==> src/verilog/cd_pkg.sv <==
////////////////////////////////////////////////////////////
// CD link shared definitions
// Widths, host word bit positions, download indices,
// strobe stretch length and the payload types that
// travel between the host channel and the Mega CD side
////////////////////////////////////////////////////////////

`default_nettype none

package cd_pkg;

	////////////////////////////////////////////////////////////
	// Drive status and command words
	////////////////////////////////////////////////////////////

	localparam int CDD_STAT_W      = 40;
	localparam int CDD_CMD_W       = 40;
	localparam int HOST_WORD_W     = 49;
	localparam int HOST_TOGGLE_BIT = 48;
	// Data-mode flag sits just above the status in the host word
	localparam int HOST_DM_BIT     = 40;

	// Strobe stretch, counter sized to hold the full count
	localparam int STRETCH_CYCLES  = 8;
	localparam int STRETCH_CNT_W   = $clog2(STRETCH_CYCLES + 1);

	////////////////////////////////////////////////////////////
	// Host download channel
	////////////////////////////////////////////////////////////

	localparam int CDC_DATA_W         = 16;
	localparam int IOCTL_INDEX_W      = 8;
	localparam int IOCTL_INDEX_MASK_W = 6;

	localparam logic [IOCTL_INDEX_MASK_W-1:0] CDC_DAT_INDEX = 6'd2;
	localparam logic [IOCTL_INDEX_MASK_W-1:0] CDC_SUB_INDEX = 6'd3;

	typedef logic [HOST_WORD_W-1:0] host_word_t;
	typedef logic [CDD_STAT_W-1:0]  cdd_stat_t;
	typedef logic [CDD_CMD_W-1:0]   cdd_cmd_t;
	typedef logic [CDC_DATA_W-1:0]  cdc_data_t;

	// Latched drive status as seen by the subsystem
	typedef struct packed {
		logic      dm;
		cdd_stat_t stat;
	} cdd_status_t;

	// One download write, flagged when it carries subcode
	typedef struct packed {
		logic      sub;
		cdc_data_t data;
	} cdc_beat_t;

endpackage

`default_nettype wire

==> src/verilog/cd_link.sv <==
////////////////////////////////////////////////////////////
// CD link top level
// Joins the host CD drive emulation channel and download
// stream to the Mega CD drive and CDC interfaces
////////////////////////////////////////////////////////////

`default_nettype none

module cd_link (
	input  wire                               clk_sys,
	input  wire                               rst_n_i,

	// Host CD words
	input  wire  cd_pkg::host_word_t          cd_out_i,
	output cd_pkg::host_word_t                cd_in_o,

	// Host download channel
	input  wire                               ioctl_download_i,
	input  wire  [cd_pkg::IOCTL_INDEX_W-1:0]  ioctl_index_i,
	input  wire                               ioctl_wr_i,
	input  wire  cd_pkg::cdc_data_t           ioctl_data_i,

	// Mega CD drive interface
	input  wire  cd_pkg::cdd_cmd_t            cdd_comm_i,
	input  wire                               cdd_send_i,
	output cd_pkg::cdd_stat_t                 cdd_stat_o,
	output logic                              cdd_dm_o,
	output logic                              cdd_rec_o,

	// Mega CD CDC interface
	output cd_pkg::cdc_data_t                 cdc_data_o,
	output logic                              cdc_dat_wr_o,
	output logic                              cdc_sc_wr_o
);

	cd_pkg::cdd_status_t cdd_status;

	////////////////////////////////////////////////////////////
	// Drive status and commands
	////////////////////////////////////////////////////////////

	cdd_host_port i_cdd_host_port (
		.clk_sys      (clk_sys),
		.rst_n_i      (rst_n_i),
		.cd_out_i     (cd_out_i),
		.cd_in_o      (cd_in_o),
		.cdd_comm_i   (cdd_comm_i),
		.cdd_send_i   (cdd_send_i),
		.cdd_status_o (cdd_status),
		.cdd_rec_o    (cdd_rec_o)
	);

	// Unpack latched status
	assign cdd_stat_o = cdd_status.stat;
	assign cdd_dm_o   = cdd_status.dm;

	////////////////////////////////////////////////////////////
	// Sector data and subcode
	////////////////////////////////////////////////////////////

	cdc_download_port i_cdc_download_port (
		.clk_sys          (clk_sys),
		.rst_n_i          (rst_n_i),
		.ioctl_download_i (ioctl_download_i),
		.ioctl_index_i    (ioctl_index_i),
		.ioctl_wr_i       (ioctl_wr_i),
		.ioctl_data_i     (ioctl_data_i),
		.cdc_data_o       (cdc_data_o),
		.cdc_dat_wr_o     (cdc_dat_wr_o),
		.cdc_sc_wr_o      (cdc_sc_wr_o)
	);

endmodule

`default_nettype wire

==> src/verilog/cdc_download_port.sv <==
////////////////////////////////////////////////////////////
// CD sector data download port
// Picks sector data and subcode writes out of the host
// download stream and stretches each write strobe
////////////////////////////////////////////////////////////

`default_nettype none

module cdc_download_port (
	input  wire                               clk_sys,
	input  wire                               rst_n_i,
	input  wire                               ioctl_download_i,
	input  wire  [cd_pkg::IOCTL_INDEX_W-1:0]  ioctl_index_i,
	input  wire                               ioctl_wr_i,
	input  wire  cd_pkg::cdc_data_t           ioctl_data_i,
	output cd_pkg::cdc_data_t                 cdc_data_o,
	output logic                              cdc_dat_wr_o,
	output logic                              cdc_sc_wr_o
);

	logic [cd_pkg::IOCTL_INDEX_MASK_W-1:0] index_low;
	logic                                  dat_sel;
	logic                                  sub_sel;
	logic                                  beat_wr;
	cd_pkg::cdc_beat_t                     beat_in;
	cd_pkg::cdc_beat_t                     beat_q;
	logic                                  beat_stb;

	// Upper index bits are ignored
	assign index_low = ioctl_index_i[cd_pkg::IOCTL_INDEX_MASK_W-1:0];

	assign dat_sel = ioctl_download_i && (index_low == cd_pkg::CDC_DAT_INDEX);
	assign sub_sel = ioctl_download_i && (index_low == cd_pkg::CDC_SUB_INDEX);
	assign beat_wr = ioctl_wr_i && (dat_sel || sub_sel);

	always_comb begin
		beat_in.sub  = sub_sel;
		beat_in.data = ioctl_data_i;
	end

	// Channel is latched with the data
	strobe_latch #(
		.payload_t (cd_pkg::cdc_beat_t)
	) i_beat_latch (
		.clk_sys   (clk_sys),
		.rst_n_i   (rst_n_i),
		.event_i   (beat_wr),
		.payload_i (beat_in),
		.payload_o (beat_q),
		.strobe_o  (beat_stb)
	);

	// Steer the stretched strobe
	assign cdc_data_o   = beat_q.data;
	assign cdc_dat_wr_o = beat_stb & ~beat_q.sub;
	assign cdc_sc_wr_o  = beat_stb & beat_q.sub;

endmodule

`default_nettype wire

==> src/verilog/cdd_host_port.sv <==
////////////////////////////////////////////////////////////
// CD drive host port
// Toggle-bit exchange with the host drive emulation:
// status words come in on a flip of the host toggle,
// commands go out with a flip of our own toggle
////////////////////////////////////////////////////////////

`default_nettype none

module cdd_host_port (
	input  wire                      clk_sys,
	input  wire                      rst_n_i,
	// Host side
	input  wire  cd_pkg::host_word_t cd_out_i,
	output cd_pkg::host_word_t       cd_in_o,
	// Subsystem side
	input  wire  cd_pkg::cdd_cmd_t   cdd_comm_i,
	input  wire                      cdd_send_i,
	output cd_pkg::cdd_status_t      cdd_status_o,
	output logic                     cdd_rec_o
);

	logic                toggle_last;
	logic                toggle_chg;
	cd_pkg::cdd_status_t status_in;
	logic                send_q;
	logic                send_rise;

	////////////////////////////////////////////////////////////
	// Status from host
	////////////////////////////////////////////////////////////

	// Host holds the other bits steady while it flips the toggle
	assign toggle_chg = cd_out_i[cd_pkg::HOST_TOGGLE_BIT] != toggle_last;

	always_ff @(posedge clk_sys or negedge rst_n_i) begin
		if (!rst_n_i) begin
			toggle_last <= 1'b0;
		end else begin
			toggle_last <= cd_out_i[cd_pkg::HOST_TOGGLE_BIT];
		end
	end

	// Status and data-mode slices
	always_comb begin
		status_in.stat = cd_out_i[cd_pkg::CDD_STAT_W-1:0];
		status_in.dm   = cd_out_i[cd_pkg::HOST_DM_BIT];
	end

	strobe_latch #(
		.payload_t (cd_pkg::cdd_status_t)
	) i_status_latch (
		.clk_sys   (clk_sys),
		.rst_n_i   (rst_n_i),
		.event_i   (toggle_chg),
		.payload_i (status_in),
		.payload_o (cdd_status_o),
		.strobe_o  (cdd_rec_o)
	);

	////////////////////////////////////////////////////////////
	// Commands to host
	////////////////////////////////////////////////////////////

	// Send is a level, only its rise counts
	assign send_rise = cdd_send_i & ~send_q;

	always_ff @(posedge clk_sys or negedge rst_n_i) begin
		if (!rst_n_i) begin
			send_q <= 1'b0;
		end else begin
			send_q <= cdd_send_i;
		end
	end

	// Command zero-extended into the word, then toggle flipped
	always_ff @(posedge clk_sys or negedge rst_n_i) begin
		if (!rst_n_i) begin
			cd_in_o <= '0;
		end else if (send_rise) begin
			cd_in_o <= cd_pkg::host_word_t'(cdd_comm_i);
			cd_in_o[cd_pkg::HOST_TOGGLE_BIT] <= ~cd_in_o[cd_pkg::HOST_TOGGLE_BIT];
		end
	end

endmodule

`default_nettype wire

==> src/verilog/strobe_latch.sv <==
////////////////////////////////////////////////////////////
// Strobe latch
// Registers a payload on an event and holds a strobe high
// for a fixed number of cycles; a new event reloads both
////////////////////////////////////////////////////////////

`default_nettype none

module strobe_latch #(
	parameter type payload_t = logic
) (
	input  wire      clk_sys,
	input  wire      rst_n_i,
	input  wire      event_i,
	input  wire      payload_t payload_i,
	output payload_t payload_o,
	output logic     strobe_o
);

	logic [cd_pkg::STRETCH_CNT_W-1:0] cnt;

	// Payload capture
	always_ff @(posedge clk_sys) begin
		if (event_i) begin
			payload_o <= payload_i;
		end
	end

	////////////////////////////////////////////////////////////
	// Stretch counter
	////////////////////////////////////////////////////////////

	// Loaded on every event, so a late event restarts the window
	always_ff @(posedge clk_sys or negedge rst_n_i) begin
		if (!rst_n_i) begin
			cnt <= '0;
		end else if (event_i) begin
			cnt <= cd_pkg::STRETCH_CNT_W'(cd_pkg::STRETCH_CYCLES);
		end else if (cnt != '0) begin
			cnt <= cnt - 1'b1;
		end
	end

	// High while count remains, i.e. STRETCH_CYCLES edges
	assign strobe_o = (cnt != '0);

endmodule

`default_nettype wire

==> config.mk <==
export PLATFORM = sky130hd
export DESIGN_NAME = cd_link
export DESIGN_NICKNAME = d
export VERILOG_FILES = /design/src/verilog/cd_pkg.sv /design/src/verilog/cd_link.sv /design/src/verilog/cdc_download_port.sv /design/src/verilog/cdd_host_port.sv /design/src/verilog/strobe_latch.sv
export SDC_FILE = /design/constraint.sdc
export NUM_CORES = 1
export LEC_CHECK = 0
export BUFFER_PORTS_ARGS = -buffer_cell sky130_fd_sc_hd__buf_2
export CAP_MARGIN = 20
export CORE_ASPECT_RATIO = 1.1
export CORE_MARGIN = 3
export CORE_UTILIZATION = 44
export CTS_CLUSTER_DIAMETER = 30
export CTS_CLUSTER_SIZE = 10
export DETAILED_ROUTE_END_ITERATION = 6
export PLACE_DENSITY_LB_ADDON = 0.12
export SLEW_MARGIN = 0
export SYNTH_ARGS = -nofsm -noshare
export SYNTH_HDL_FRONTEND = slang
export SYNTH_SLANG_ARGS = --single-unit
export TNS_END_PERCENT = 5
==> constraint.sdc <==
create_clock -name clk_sys -period 4.2 [get_ports clk_sys]
set_clock_uncertainty 0.05 [all_clocks]
set_input_delay 0.63 -clock clk_sys [delete_from_list [all_inputs] [get_ports clk_sys]]
set_output_delay 0.63 -clock clk_sys [all_outputs]
set_load 0.1 [all_outputs]
==> metrics.md <==
| Metric | Value |
|---|---|
| Status | finished clean |
| Pleak | 2.39 nW |
| Slowest CP cell | or3b_1 |
| Cell Pwr Density | 602 nW/um^2 |
| Leading cell types in the layout, fill and taps excluded | buf_2 (209), edfxtp_1 (58), dfrtp_1 (51) |
| CTS tree | built |
| Post-Layout Cell Count | 535 |
| Cts repair resizes | 0 |
| Vias per cell | 4.50 |
| Post-Synthesis Cell Area | 3980 um^2 |
| Hold WC Path Type | in -> async |
| Async SR Flop Fraction | 46.8% |
| Initial Utilization | 46.4% |
| Yosys reg bits | 109 |
| Row count | 35 |
| XOR/XNOR Fraction of Synth Area | 0.880% |
| Synth Flop Type | edfxtp_1 |
| Internal power | 1.73 mW |
| Logic pwr share | 38.1% |
| WL/cell | 14.8 um |
| CTS HTree Levels | 3 |
| Syn. warnings | 0 |
| Post-cts hold buffer count | 0 |
| Pre-antenna DRT Iters | 6 |
| Sequential power share | 42.7% |
| RSZ-0062 raised after global routing | no |
| Core Region | 8580 um^2 |
| Grt ovf | 0 |
| EDFF count, synth | 58 |
| Final Slew Violations | 0 |
| CTS max path bufs | 2 |
| RePlAce Congestion | 0.740 |
| Worst path arrival time | 1.95 ns |
| Layout cells sized above 1 | 63.4% |
| CP endpoint kind | primary output |
| Vias in the first global route | 2447 |
| Top Family by Delay on Critical Path | simple AND/OR/NAND/NOR gates |
| Number of cells in the design after placement | 519 |
| Initial antenna violation count | 0 |
| First-pass GRT wire length | 12300 um |
| Largest net degree at the start of global routing | 52 |
| Post-CTS Setup Inserts | 0 |
| Fraction of the mapped netlist area in simple logic gates | 3.24% |
| Num CTS Buffers | 9 |
| Fillers | 722 |
| Startpoint types | register |
| Tmin final | 2.63 ns |
| Mean Syn Cell Area | 18.1 um^2 |
| WP buf/inv | 2 |
| Adder-Cell Fraction of Synth Area | 0.943% |
| Die Y | 106 um |
| Die Wd | 96.7 um |
| Max-Cap Viols | 0 |
| Worst vdd ir | 302 uV |
| Largest family of logic cells by synthesized area | multiplexers |
| Worst-Skew Late Latency | 0.36 ns |
| Switch Pwr | 1.40 mW |
| Count of final setup violators | 0 |
| Final worst slack | 1.57 ns |
| WL final | 7900 um |
| Total power | 3.13 mW |
| Mux contribution to synthesized area | 11.3% |
| Crit path kind | reg -> out |
| Cells after synthesis | 220 |
| Worst-margin pin slew | 0.863 ns |
| Dpl ws | 1.87 ns |
| Fin. Hold Viols | 0 |
| DP Area | 5010 um^2 |
| CTS Root Cell | clkbuf_8 |
| Sw Ratio | 44.7% |
| Clock Pin Slew Worst Setup and Hold Paths | 0.11 ns |
| Ports | 227 |
| IO buf count | 209 |
| Final ANT Viol Nets | 0 |
| Total number of vias | 2407 |
| Register area share after synthesis | 75.8% |
| Most common cell after layout, fill and taps aside | buf_2 |
| Post-synthesis compound-gate area fraction | 1.29% |
| Critical path fanouts, max | 5 |
| Fmax | 0.381 GHz |
| Final HPWL DP | 5940 um |
| Area grow syn2layout | 30.7% |
| Worst Path Required | 3.52 ns |
| Setup TNS | 0 ns |
| DIE AREA | 10200 um^2 |
| Period Utilization, post-route | 62.6% |
| Cell Chain, Critical Path | inv_1 -> ha_1 -> or3b_1 -> and2_1 -> buf_2 |
| DR iter-0 viols | 133 |
| Clock share of power | 19.2% |
| Number of clock sinks | 109 |
| Post-route DRC | 0 |
| Number of antenna diodes | 0 |
| Max incr delay on CP | 0.44 ns |
| # nets final | 540 |
| Yosys cell types | 27 |
| Max-slew headroom | 42.5% |
| Tot GR Track Use | 15.2% |
| Fin area | 5200 um^2 |
[synthesized netlist by cell type, drive strengths merged (3+ instances only)]
library cell | instances | area share, %
edfxtp | 58 | 44
dfrtp | 51 | 32
mux2 | 40 | 11
buf | 31 | 6.0
nor2 | 5 | 0.47
inv | 4 | 0.38
nor2b | 4 | 0.63
a21oi | 3 | 0.38
ha | 3 | 0.94
[per-layer routing]
layer	share of wire, %	track usage [%]
met4	2.2	6.22
met3	11	6.88
met2	46	23.4
met1	41	18.8
met5	0	0
[worst paths after layout]
| kind | depth (start not counted) | end | slack [ns] | startpoint |
|---|---|---|---|---|
| max | 5 | cdc_sc_wr_o | 1.57 | i_cdc_download_port.i_beat_latch.cnt[0]$_DFFE_PN0P_ |
| min | 2 | i_cdd_host_port.cd_in_o[21]$_DFFE_PN0P_ | 0.30 | rst_n_i |
| max reg2reg | 2 | i_cdd_host_port.i_status_latch.payload_o[28]$_DFFE_PN_ | 2.39 | i_cdd_host_port.toggle_last$_DFF_PN0_ |
| min reg2reg | 1 | i_cdd_host_port.cd_in_o[48]$_DFFE_PN0P_ | 0.43 | i_cdd_host_port.cd_in_o[48]$_DFFE_PN0P_ |
| max in group asynchronous | 2 | i_cdd_host_port.cd_in_o[23]$_DFFE_PN0P_ | 3.34 | rst_n_i |
| min in group clk_sys | 1 | i_cdd_host_port.send_q$_DFF_PN0_ | 0.33 | cdd_send_i |
[layout make-up]
| type | count | area [um^2] | area share, % |
|---|---|---|---|
| sequential | 109 | 3020 | 58.0 |
| timing repair buffer | 212 | 1080 | 20.8 |
| multi-input combinational | 83 | 759 | 14.6 |
| tap | 111 | 139 | 2.67 |
| clock buffer | 9 | 124 | 2.38 |
| clock inverter | 7 | 63.8 | 1.23 |
| inverter | 4 | 15.0 | 0.289 |
[through the flow]
step	util [%]	hold WS (ns)
floorplan	-	0.284
global placement	58.2	0.403
detailed placement	58.4	0.410
CTS	60.6	0.315
global route	60.6	0.300
finish	60.6	0.296
[kinds of logic after synthesis]
kind of cell	Yosys count
AO/OA/AOI/OAI	7
XOR/XNOR	4
adder cells (fa/ha/maj)	3
buffers and inverters	35
flip-flops	109
multiplexers	40
other	1
AND/OR/NAND/NOR	21
[worst register-to-register path, cell delays in order (launching register included)]
cell and delay (ns):
dfrtp_1 0.45, xor2_4 0.56, buf_4 0.42
[power by group through the flow]
stage / Clock (mW) / Sequential [mW] / Combinational (mW)
detailed placement: 0 / 1.36 / 1.20
CTS: 0.621 / 1.34 / 1.20
floorplan: 0 / 2.05 / 0.314
global route: 0.670 / 1.36 / 1.24
global placement: 0 / 1.36 / 1.19
finish: 0.601 / 1.34 / 1.19
[registers in the layout, summed over array words and instances, names as in the netlist]
register	count
i_cdd_host_port.send_q	1
i_cdd_host_port.toggle_last	1
i_cdc_download_port.i_beat_latch.cnt	4
i_cdd_host_port.cd_in_o	41
i_cdc_download_port.i_beat_latch.payload_o	17
i_cdd_host_port.i_status_latch.payload_o	41
i_cdd_host_port.i_status_latch.cnt	4
Note: power is estimated with default switching activity, not from simulation.
